<file path="src/cpuPkg.sv">
`default_nettype none

package cpuPkg;

    typedef logic [31:0] word;
    typedef logic [4:0]  regAddr;
    typedef logic [5:0]  opcode;
    typedef logic [5:0]  funct;
    typedef logic [4:0]  shamt;
    typedef logic [2:0]  stepCount;

    typedef enum logic [2:0] {
        stReset, stFetch, stDecode, stExecR, stExecIJ, stOverflow
    } ctrlState;

    typedef enum logic [1:0] {aluAdd, aluSub, aluAnd} aluOp;
    typedef enum logic [2:0] {shLoad, shLeft, shRightLogic, shRightArith, shHold} shiftOp;
    typedef enum logic {selPc, selRegA} aluASel;
    typedef enum logic [1:0] {selRegB, selFour, selImm, selImmShifted} aluBSel;
    typedef enum logic [1:0] {wbAluOut, wbShift, wbLui} wbSel;
    typedef enum logic [1:0] {pcAlu, pcJump, pcVector} pcSel;

    // primary opcodes
    localparam opcode opR    = 6'b000000;
    localparam opcode opAddi = 6'b001000;
    localparam opcode opLui  = 6'b001111;
    localparam opcode opJ    = 6'b000010;

    // r-type function codes
    localparam funct fnAdd  = 6'b100000;
    localparam funct fnSub  = 6'b100010;
    localparam funct fnAnd  = 6'b100100;
    localparam funct fnSll  = 6'b000000;
    localparam funct fnSrl  = 6'b000010;
    localparam funct fnSra  = 6'b000011;
    localparam funct fnSllv = 6'b000100;
    localparam funct fnSrav = 6'b000111;
    localparam funct fnJr   = 6'b001000;

    // cycles per phase
    localparam stepCount fetchSteps  = 3'd3;
    localparam stepCount decodeSteps = 3'd2;
    localparam stepCount aluSteps    = 3'd2;
    localparam stepCount shiftSteps  = 3'd4;

    localparam word excVector = 32'h0000_0080;

endpackage

`default_nettype wire

</file>
<file path="src/aluUnit.sv">
`default_nettype none
`timescale 1ns/1ns

module aluUnit (
    input  wire cpuPkg::word  a,
    input  wire cpuPkg::word  b,
    input  wire cpuPkg::aluOp fn,
    output cpuPkg::word       result,
    output logic              overflow
);
    import cpuPkg::*;

    word sum;
    word diff;

    assign sum  = a + b;
    assign diff = a - b;

    always_comb begin
        case (fn)
            aluAdd: begin
                result   = sum;
                // same input signs, different result sign
                overflow = (a[31] == b[31]) && (sum[31] != a[31]);
            end
            aluSub: begin
                result   = diff;
                overflow = (a[31] != b[31]) && (diff[31] != a[31]);
            end
            default: begin
                result   = a & b;
                overflow = 1'b0;
            end
        endcase
    end

endmodule

`default_nettype wire

</file>
<file path="src/shiftUnit.sv">
`default_nettype none
`timescale 1ns/1ns

module shiftUnit (
    input  wire logic           clk,
    input  wire logic           reset,
    input  wire cpuPkg::shiftOp fn,
    input  wire cpuPkg::word    operand,
    input  wire cpuPkg::shamt   amount,
    output cpuPkg::word         result
);
    import cpuPkg::*;

    word  held;
    shamt amt;

    assign result = held;

    always_ff @(posedge clk) begin
        if (reset) begin
            held <= '0;
            amt  <= '0;
        end else begin
            case (fn)
                shLoad: begin
                    held <= operand;
                    amt  <= amount;
                end
                shLeft:       held <= held << amt;
                shRightLogic: held <= held >> amt;
                shRightArith: held <= $signed(held) >>> amt;
                default: ;
            endcase
        end
    end

endmodule

`default_nettype wire

</file>
<file path="src/regFile.sv">
`default_nettype none
`timescale 1ns/1ns

module regFile (
    input  wire logic           clk,
    input  wire logic           reset,
    input  wire cpuPkg::regAddr raddrA,
    input  wire cpuPkg::regAddr raddrB,
    input  wire cpuPkg::regAddr waddr,
    input  wire logic           we,
    input  wire cpuPkg::word    wdata,
    output cpuPkg::word         rdataA,
    output cpuPkg::word         rdataB
);
    import cpuPkg::*;

    word regs [32];

    // r0 is never written, so it stays at its reset value
    assign rdataA = regs[raddrA];
    assign rdataB = regs[raddrB];

    always_ff @(posedge clk) begin
        if (reset) begin
            for (int i = 0; i < 32; i++) begin
                regs[i] <= '0;
            end
        end else if (we && waddr != 5'd0) begin
            regs[waddr] <= wdata;
        end
    end

endmodule

`default_nettype wire

</file>
<file path="src/stepCounter.sv">
`default_nettype none
`timescale 1ns/1ns

module stepCounter (
    input  wire logic             clk,
    input  wire logic             reset,
    input  wire logic             clear,
    input  wire cpuPkg::stepCount phaseLen,
    output cpuPkg::stepCount      step,
    output logic                  lastStep
);
    import cpuPkg::*;

    stepCount lastIdx;

    assign lastIdx  = phaseLen - 3'd1;
    assign lastStep = step == lastIdx;

    always_ff @(posedge clk) begin
        if (reset || clear) begin
            step <= '0;
        end else if (!lastStep) begin
            step <= step + 3'd1;
        end
    end

    stepInRange: assert property (@(posedge clk) disable iff (reset)
        step <= lastIdx);

endmodule

`default_nettype wire

</file>
<file path="src/controlUnit.sv">
`default_nettype none
`timescale 1ns/1ns

module controlUnit (
    input  wire logic           clk,
    input  wire logic           reset,
    input  wire cpuPkg::word    ir,
    input  wire logic           overflow,
    input  wire cpuPkg::stepCount step,
    input  wire logic           lastStep,
    output logic                clear,
    output cpuPkg::stepCount    phaseLen,
    output logic                pcWe,
    output logic                irWe,
    output logic                abWe,
    output logic                aluOutWe,
    output logic                regWe,
    output cpuPkg::aluASel      aluA,
    output cpuPkg::aluBSel      aluB,
    output cpuPkg::aluOp        aluFn,
    output cpuPkg::shiftOp      shFn,
    output logic                shVarAmt,
    output cpuPkg::wbSel        wb,
    output cpuPkg::pcSel        pcSrc,
    output logic                excFlag
);
    import cpuPkg::*;

    ctrlState state;
    ctrlState nextState;
    opcode    op;
    funct     fn;
    logic     aluInstr;
    logic     shiftInstr;
    shiftOp   shiftDir;

    assign op = ir[31:26];
    assign fn = ir[5:0];

    assign aluInstr = (op == opR && (fn == fnAdd || fn == fnSub || fn == fnAnd))
                      || op == opAddi;
    assign shiftInstr = op == opR && (fn == fnSll || fn == fnSrl || fn == fnSra
                                      || fn == fnSllv || fn == fnSrav);

    assign shiftDir = (fn == fnSll || fn == fnSllv) ? shLeft :
                      (fn == fnSrl) ? shRightLogic : shRightArith;

    // every phase ends on its last step
    assign clear = lastStep;

    always_comb begin
        case (state)
            stReset:  nextState = stFetch;
            stFetch:  nextState = stDecode;
            stDecode: nextState = (op == opR) ? stExecR : stExecIJ;
            stExecR, stExecIJ:
                nextState = (aluInstr && overflow) ? stOverflow : stFetch;
            default:  nextState = stFetch;
        endcase
    end

    always_ff @(posedge clk) begin
        if (reset) begin
            state <= stReset;
        end else if (lastStep) begin
            state <= nextState;
        end
    end

    always_comb begin
        phaseLen = 3'd1;
        pcWe     = 1'b0;
        irWe     = 1'b0;
        abWe     = 1'b0;
        aluOutWe = 1'b0;
        regWe    = 1'b0;
        aluA     = selPc;
        aluB     = selFour;
        aluFn    = aluAdd;
        shFn     = shHold;
        shVarAmt = 1'b0;
        wb       = wbAluOut;
        pcSrc    = pcAlu;
        excFlag  = 1'b0;
        case (state)
            stFetch: begin
                phaseLen = fetchSteps;
                // pc + 4 and the instruction land together
                pcWe = lastStep;
                irWe = lastStep;
            end
            stDecode: begin
                phaseLen = decodeSteps;
                abWe = 1'b1;
            end
            stExecR: begin
                aluA = selRegA;
                aluB = selRegB;
                if (aluInstr) begin
                    phaseLen = aluSteps;
                    aluFn    = (fn == fnSub) ? aluSub : (fn == fnAnd) ? aluAnd : aluAdd;
                    aluOutWe = step == 3'd0;
                    regWe    = lastStep && !overflow;
                end else if (shiftInstr) begin
                    phaseLen = shiftSteps;
                    shVarAmt = fn == fnSllv || fn == fnSrav;
                    wb       = wbShift;
                    if (step < 3'd2) begin
                        shFn = shLoad;
                    end else if (step == 3'd2) begin
                        shFn = shiftDir;
                    end
                    regWe = lastStep;
                end else if (fn == fnJr) begin
                    // rt is zero in jr, so A + B is rs
                    pcWe = 1'b1;
                end
            end
            stExecIJ: begin
                if (op == opAddi) begin
                    phaseLen = aluSteps;
                    aluA     = selRegA;
                    aluB     = selImm;
                    aluOutWe = step == 3'd0;
                    regWe    = lastStep && !overflow;
                end else if (op == opLui) begin
                    wb    = wbLui;
                    regWe = 1'b1;
                end else if (op == opJ) begin
                    pcSrc = pcJump;
                    pcWe  = 1'b1;
                end
            end
            stOverflow: begin
                pcSrc   = pcVector;
                pcWe    = 1'b1;
                excFlag = 1'b1;
            end
            default: ;
        endcase
    end

    noWriteOnException: assert property (@(posedge clk) disable iff (reset)
        !(regWe && pcSrc == pcVector));

    irOnlyInFetch: assert property (@(posedge clk) disable iff (reset)
        irWe |-> state == stFetch);

endmodule

`default_nettype wire

</file>
<file path="src/datapath.sv">
`default_nettype none
`timescale 1ns/1ns

module datapath (
    input  wire logic           clk,
    input  wire logic           reset,
    input  wire cpuPkg::word    instrData,
    input  wire logic           pcWe,
    input  wire logic           irWe,
    input  wire logic           abWe,
    input  wire logic           aluOutWe,
    input  wire logic           regWe,
    input  wire cpuPkg::aluASel aluA,
    input  wire cpuPkg::aluBSel aluB,
    input  wire cpuPkg::aluOp   aluFn,
    input  wire cpuPkg::shiftOp shFn,
    input  wire logic           shVarAmt,
    input  wire cpuPkg::wbSel   wb,
    input  wire cpuPkg::pcSel   pcSrc,
    output cpuPkg::word         ir,
    output cpuPkg::word         instrAddr,
    output logic                overflow,
    output cpuPkg::regAddr      regWaddr,
    output cpuPkg::word         regWdata
);
    import cpuPkg::*;

    word  pc, regA, regB, aluOut;
    word  rdataA, rdataB, opA, opB, aluResult, shResult, immExt, pcNext;
    logic aluOvf;
    shamt shAmount;

    assign instrAddr = pc;
    assign immExt    = {{16{ir[15]}}, ir[15:0]};
    assign regWaddr  = (ir[31:26] == opR) ? ir[15:11] : ir[20:16];
    // variable amount comes from rs
    assign shAmount  = shVarAmt ? regA[4:0] : ir[10:6];

    always_comb begin
        opA = (aluA == selRegA) ? regA : pc;
        case (aluB)
            selRegB:       opB = regB;
            selFour:       opB = 32'd4;
            default:       opB = immExt;
        endcase
        case (wb)
            wbShift: regWdata = shResult;
            wbLui:   regWdata = {ir[15:0], 16'h0000};
            default: regWdata = aluOut;
        endcase
        case (pcSrc)
            pcJump:   pcNext = {pc[31:28], ir[25:0], 2'b00};
            pcVector: pcNext = excVector;
            default:  pcNext = aluResult;
        endcase
    end

    always_ff @(posedge clk) begin
        if (reset) begin
            pc       <= '0;
            ir       <= '0;
            overflow <= 1'b0;
        end else begin
            if (pcWe) pc <= pcNext;
            if (irWe) ir <= instrData;
            if (aluOutWe) overflow <= aluOvf;
        end
    end

    always_ff @(posedge clk) begin
        if (abWe) begin
            regA <= rdataA;
            regB <= rdataB;
        end
        if (aluOutWe) aluOut <= aluResult;
    end

    regFile regs (.clk(clk), .reset(reset), .raddrA(ir[25:21]), .raddrB(ir[20:16]),
                  .waddr(regWaddr), .we(regWe), .wdata(regWdata),
                  .rdataA(rdataA), .rdataB(rdataB));

    aluUnit alu (.a(opA), .b(opB), .fn(aluFn), .result(aluResult), .overflow(aluOvf));

    shiftUnit shifter (.clk(clk), .reset(reset), .fn(shFn), .operand(regB),
                       .amount(shAmount), .result(shResult));

endmodule

`default_nettype wire

</file>
<file path="src/miniMipsCore.sv">
`default_nettype none
`timescale 1ns/1ns

module miniMipsCore (
    input  wire logic        clk,
    input  wire logic        reset,
    input  wire cpuPkg::word instrData,
    output cpuPkg::word      instrAddr,
    output cpuPkg::word      pc,
    output logic             regWe,
    output cpuPkg::regAddr   regWaddr,
    output cpuPkg::word      regWdata,
    output logic             excFlag
);
    import cpuPkg::*;

    word      ir;
    logic     overflow, clear, lastStep;
    stepCount step, phaseLen;
    logic     pcWe, irWe, abWe, aluOutWe, shVarAmt;
    aluASel   aluA;
    aluBSel   aluB;
    aluOp     aluFn;
    shiftOp   shFn;
    wbSel     wb;
    pcSel     pcSrc;

    assign pc = instrAddr;

    controlUnit ctrl (.clk(clk), .reset(reset), .ir(ir), .overflow(overflow), .step(step),
                      .lastStep(lastStep), .clear(clear), .phaseLen(phaseLen), .pcWe(pcWe),
                      .irWe(irWe), .abWe(abWe), .aluOutWe(aluOutWe), .regWe(regWe),
                      .aluA(aluA), .aluB(aluB), .aluFn(aluFn), .shFn(shFn),
                      .shVarAmt(shVarAmt), .wb(wb), .pcSrc(pcSrc), .excFlag(excFlag));

    stepCounter steps (.clk(clk), .reset(reset), .clear(clear), .phaseLen(phaseLen),
                       .step(step), .lastStep(lastStep));

    datapath dp (.clk(clk), .reset(reset), .instrData(instrData), .pcWe(pcWe), .irWe(irWe),
                 .abWe(abWe), .aluOutWe(aluOutWe), .regWe(regWe), .aluA(aluA), .aluB(aluB),
                 .aluFn(aluFn), .shFn(shFn), .shVarAmt(shVarAmt), .wb(wb), .pcSrc(pcSrc),
                 .ir(ir), .instrAddr(instrAddr), .overflow(overflow),
                 .regWaddr(regWaddr), .regWdata(regWdata));

endmodule

`default_nettype wire

</file>
<file path="config.mk">
export PLATFORM = sky130hd
export DESIGN_NAME = miniMipsCore
export DESIGN_NICKNAME = d
export VERILOG_FILES = /design/src/cpuPkg.sv /design/src/aluUnit.sv /design/src/shiftUnit.sv /design/src/regFile.sv /design/src/stepCounter.sv /design/src/controlUnit.sv /design/src/datapath.sv /design/src/miniMipsCore.sv
export SDC_FILE = /design/constraint.sdc
export NUM_CORES = 2
export LEC_CHECK = 0
export BUFFER_PORTS_ARGS = -buffer_cell sky130_fd_sc_hd__clkbuf_2
export CAP_MARGIN = 20
export CELL_PAD_IN_SITES_DETAIL_PLACEMENT = 1
export CELL_PAD_IN_SITES_GLOBAL_PLACEMENT = 1
export CORE_ASPECT_RATIO = 0.5
export CORE_UTILIZATION = 45
export CTS_CLUSTER_SIZE = 12
export DETAILED_ROUTE_END_ITERATION = 7
export GPL_ROUTABILITY_DRIVEN = 0
export PLACE_DENSITY = 0.66
export RECOVER_POWER = 50
export SETUP_SLACK_MARGIN = 0.4
export SLEW_MARGIN = 5
export SYNTH_ARGS = -nofsm -noshare
export SYNTH_HDL_FRONTEND = slang
export SYNTH_SLANG_ARGS = --single-unit
</file>
<file path="constraint.sdc">
create_clock -name clk -period 8.35 [get_ports clk]
set_input_delay 0.4175 -clock clk [delete_from_list [all_inputs] [get_ports clk]]
set_output_delay 0.4175 -clock clk [all_outputs]
set_load 0.1 [all_outputs]
</file>
## After elaboration in Yosys (flattened, before gate mapping)

Memories as Yosys holds them, arrays and structs flattened. A register that Yosys moved wholly into a read port is not among the register bits.
Index checks and enable logic that the tools add are counted.

| cells by class | value |
|---|---|
| add/subtract/negate cells | 4 |
| order comparisons | 1 |
| equality and inequality tests | 31 |
| shifts and indexed selects | 3 |
| multiplexer cells | 69 |
| bitwise gates (word level) | 2 |
| reductions and logical operators | 29 |

Operator list:

| operator | number |
|---|---|
| case mux 32 bit (2 select lines) | 4 |
| case mux 32 bit (4 select lines) | 1 |
| 2-to-1 mux 32 bit | 2 |
| adder 32 bit | 1 |
| bitwise AND 32 bit | 1 |
| OR reduction 32 bit | 1 |
| << shifter 32 x 5 -> 32 bit | 1 |
| right shift 32 x 5 -> 32 bit | 1 |
| >>> shifter 32 x 5 -> 32 bit | 1 |
| subtractor 32 bit | 1 |
| 2-to-1 mux 3 bit | 10 |
| 2-to-1 mux 1 bit | 28 |
| 2-to-1 mux 2 bit | 11 |
| equality test 6 x 2 -> 1 bit, second input constant | 3 |
| equality test 6 x 4 -> 1 bit, second input constant | 3 |
| equality test 6 bit, second input constant | 3 |
| equality test 3 x 2 -> 1 bit, second input constant | 5 |
| 2-to-1 mux 5 bit | 3 |
| equality test 6 x 3 -> 1 bit, second input constant | 2 |
| zero test 6 bit | 2 |
| case mux 2 bit (2 select lines) | 3 |
| case mux 3 bit (4 select lines) | 1 |
| logical OR 1 bit | 10 |
| case mux 3 bit (3 select lines) | 1 |
| other kinds (21) | 40 |

| word-level totals | value |
|---|---|
| register bits | 140 |
| RAM bits | 1024 |
| bits of input ports | 34 |
| output and inout bits | 103 |
| word-level logic and storage cells | 149 |
| memories | 1 |

Memory list:

| memory | words | width | read ports | clocked after Yosys merged registers in | write ports | RTL line | source |
|---|---|---|---|---|---|---|---|
| dp.regs.regs | 32 | 32 | 2 | 2 | 32 | regFile.sv:17 | `word regs [32];` |

## Longest topological paths before layout

| logic depth | value |
|---|---|
| depth after elaboration | 20 |
| depth in mapped cells | 21 |
| mapped depth without buffers | 18 |

## Hierarchy

A second synthesis with hierarchy kept.

| second synthesis, totals | value |
|---|---|
| cell total of the unflattened synthesis | 6645 |
| area, all modules | 73893.4 sq um |

By module, submodules not included:

| module | instances | cells an instance | area each (sq um) |
|---|---|---|---|
| regFile | 1 | 4605 | 56000.0 |
| datapath | 1 | 529 | 6979.2 |
| shiftUnit | 1 | 757 | 5858.1 |
| aluUnit | 1 | 608 | 3963.8 |
| controlUnit | 1 | 90 | 616.8 |
| miniMipsCore | 1 | 32 | 240.2 |
| stepCounter | 1 | 24 | 235.2 |

## Least setup slack after synthesis

No wires, ideal clock.

| timing | value |
|---|---|
| path type | register -> register |
| start point | register ctrl.state[2] |
| end point | memory dp.regs.regs[16][0] (netlist bit) (enable) |
| library setup time | 0.466 ns |
| arrival time | 7.381 ns |
| slack | 0.504 ns |
| stages on the path, launching flop included | 14 |
| period minus slack after synthesis | 7.846 ns |
| cell sequence | dfxtp_1 > nand2b_1 > nor2_1 > a21o_1 > ha_1 > xor2_1 > o21a_1 > and2_1 > a21oi_1 > inv_2 > nand3_2 > or2_2 > buf_2 > o21ai_0 |

RTL lines:

| element | RTL line | source |
|---|---|---|
| from (decl) | controlUnit.sv:29 | `ctrlState state;` |
| from (signal assigned) | controlUnit.sv:64 | `state <= stReset;` |
| from (signal assigned) | controlUnit.sv:66 | `state <= nextState;` |
| to (decl) | regFile.sv:17 |  |

==> metrics.cfg <==
[sta]
setup_viol=0
fin_worst_skew_ps=38.4
hold_violations=0
whs_ps=440
fin_crit_sh_pct=90.2
grt_setup_unrepaired=false
worst-slew-pin-transition_ps=4870
fmax_mhz=133
setup_tns_ps=0
final.min_clock_period_ps=7530
max_slew_margin_pct=-225
final-max-slew-violation-count=934

[setup_path]
cpMaxStageDelayCell=o21ai_1
critPathMaxFanout=21
crit_chain=or4_1, nor3_1, and2_0, a21oi_1, ha_1, xor2_1, nand2_1, o41ai_1, a21oi_1, inv_2, and3_1, nand2_2, o21ai_1, buf_4
crit_required_ps=8730
cp_common_cell=a21oi_1
end_kind=flop
worst-setup-path-type=flop to flop
slowest_delay_ps=1930
cp.arrival_ps=7910
startpoint_type=flop

[synthesis]
yosysTopAreaCell=edfxtp_1
synthMuxAreaShare_pct=24.8
synth_edf_count=1120
netlist_instances=5229
synthTopCellsByCount=1120 x edfxtp_1, 1024 x nor2_1, 661 x mux4_2
synth-seq-area-share_pct=52.4
async_reset_ff_share_pct=0
ys_ff_latch=1228
yosys.area.top_type_share_pct=49.2
synthTopCellsByArea=edfxtp_1 49%, mux4_2 22%, nor2_1 5.6%
synth_top_family_by_area=multiplexers
netlist_area_um2=68300
yosysWarningCount=0
synthFlopType=edfxtp_1
synth_most_common_cell=edfxtp_1
synthSimpleGateAreaFrac_pct=10.8
syn_area_per_cell_um2=13.1
ys_types=84
synth_xor_area_share_pct=0.474
synthAdderAreaFrac_pct=1.36
synth_compound_area_share_pct=6.17

[pwr]
p_seq_share_pct=36.1
share_comb_of_total_power_pct=40.1
total_power_w=0.0216
irDropWorstVdd_v=0.000512
power_density_nw_per_um2=291
power_frac_clock_pct=23.8
swShare_pct=40.6
p_leak_nw=24.1
p_int_w=0.0128
p_switching_w=0.00877

[drt]
antenna_left=0
drc_errors=0
vias_per_cell=6.97
routed_wl_mm=276
vias=50300
drt_iter0_markers=7080
firstDrtPassIters=5
wire_per_inst_um=38.3

[final_layout]
nNetsFinal=5272
syn_to_final_growth_pct=8.66
drive_gt1_share_pct=21.2
fillers=14900
utilization_pct=49.6

[cts]
numCtsBuffers=119
cts_tree=done
cts_root_buf=clkbuf_16
clk_path_buf_depth=3
htree_num_levels=3
clock_latency_ps=770
cts.sinks=1228
clk_pin_slew_worst_paths_ps=60
post_cts_buffers=0

[placement]
dp_hpwl_mm=179
port_buffers=136

[status]
violations=capacitance limit, slew limit
outcome=complete, but fails checks

[floorplan]
num_io_pins=137
core.rowCount=100
coreArea_um2=150000
die_area_um2=153000
fp.dieW_um=553
initial_core_util_pct=45.6
dieHeight_um=278

[grt]
grt_max_degree=108
grt_pass1_wl_mm=386
grt_pass1_vias=50700
antenna_found_initial=21
overflow=0
grtUsageTotal_pct=35.8

[flow_run]
maxCapViolCount=25

[min_path]
hp-class=input port to flop

==> worst paths after layout <==
check                             start                                 end  slack (ps)  cells after the start
min                       instrData[22]              dp.ir[22]$_SDFFE_PP0P_         440                      4
max              dp.ir[31]$_SDFFE_PP0P_  dp.regs.regs[29][30]$_SDFFCE_PN0P_         820                     14
max reg2reg      dp.ir[31]$_SDFFE_PP0P_  dp.regs.regs[29][30]$_SDFFCE_PN0P_         820                     14
min reg2reg  steps.step[0]$_SDFFE_PP0P_          steps.step[0]$_SDFFE_PP0P_         520                      1
==> worst max-delay path: cells and delay by family, from the launching register on <==
family                     cells  cell delay, ps
AOI/OAI and AO/OA              4            2510
xor gates and xnor gates       1             300
buffers and inverters          2            1000
adders and majority gates      1             260
and+or+nand+nor                6            2710
DFF                            1             340
==> flip-flops by register name (all words and copies together) (netlist names) <==
| name | count |
|---|---|
| dp.regB | 32 |
| dp.aluOut | 32 |
| dp.instrAddr | 32 |
| ctrl.state | 3 |
| dp.regA | 32 |
| steps.step | 3 |
| dp.overflow | 1 |
| dp.regs.regs | 1024 |
| dp.shifter.result | 32 |
| dp.ir | 32 |
| dp.shifter.amt | 5 |
==> power groups by stage <==
stage	Combinational (W)	Sequential (W)	Clock, W
2_1_floorplan	0.00552	0.00757	0
3_3_place_gp	0.00836	0.00788	0
3_5_place_dp	0.00842	0.00791	0
4_1_cts	0.00847	0.00778	0.00516
5_1_grt	0.00890	0.00783	0.00536
6_report	0.00866	0.00780	0.00515
==> layer usage <==
layer | track usage, % | share of wire [%]
met3 | 11.6 | 13
met5 | 0 | 0.022
met2 | 54.1 | 44
met1 | 47.6 | 37
met4 | 15.5 | 5.1
==> cell families after synthesis <==
kind of cell,Yosys count
XOR/XNOR,37
flip-flops,1228
adder cells (fa/ha/maj),73
other,1
AO/OA/AOI/OAI,669
multiplexers,857
AND/OR/NAND/NOR,1726
buffers and inverters,638
==> per-stage QoR <==
step / worst slack, ps / std cells / instance area (µm²)
global placement: 1800 / 6987 / 70800
global route: 727 / 7224 / 74200
floorplan: 504 / 5260 / 68400
CTS: 1740 / 7211 / 74600
detailed placement: 1750 / 6990 / 70900
finish: 822 / 7224 / 74200
==> layout make-up <==
class	instances	area (µm²)	share of cell area, %
tap	1989	2490	3.35
multi-input combinational	3394	30100	40.6
inverter	93	355	0.479
timing repair buffer	329	2040	2.75
clock buffer	168	3210	4.33
sequential	1228	35800	48.3
antenna	2	5.00	0.00674
clock inverter	21	198	0.266
==> cell usage in the layout (no fill, tap or decap), types with 57 or more instances in the layout <==
master        n
o21ai_0     183
a21oi_1     169
clkbuf_1    169
mux4_2      661
nand3_1      68
nor2_1     1021
mux2_2       57
clkbuf_16   120
buf_4       120
mux2i_1      95
inv_1        87
edfxtp_1   1120
nor3_1      273
ha_1         70
dfxtp_1      95
nand2_1     208
==> repair_timing <==
action / in CTS / in global routing
hold buffers: 32 / 0
hold endpoints to repair: 32 / 0
setup endpoints to repair: 0 / 0
resized for setup: 0 / 0
No activity file was read; power rests on OpenSTA's default activity.
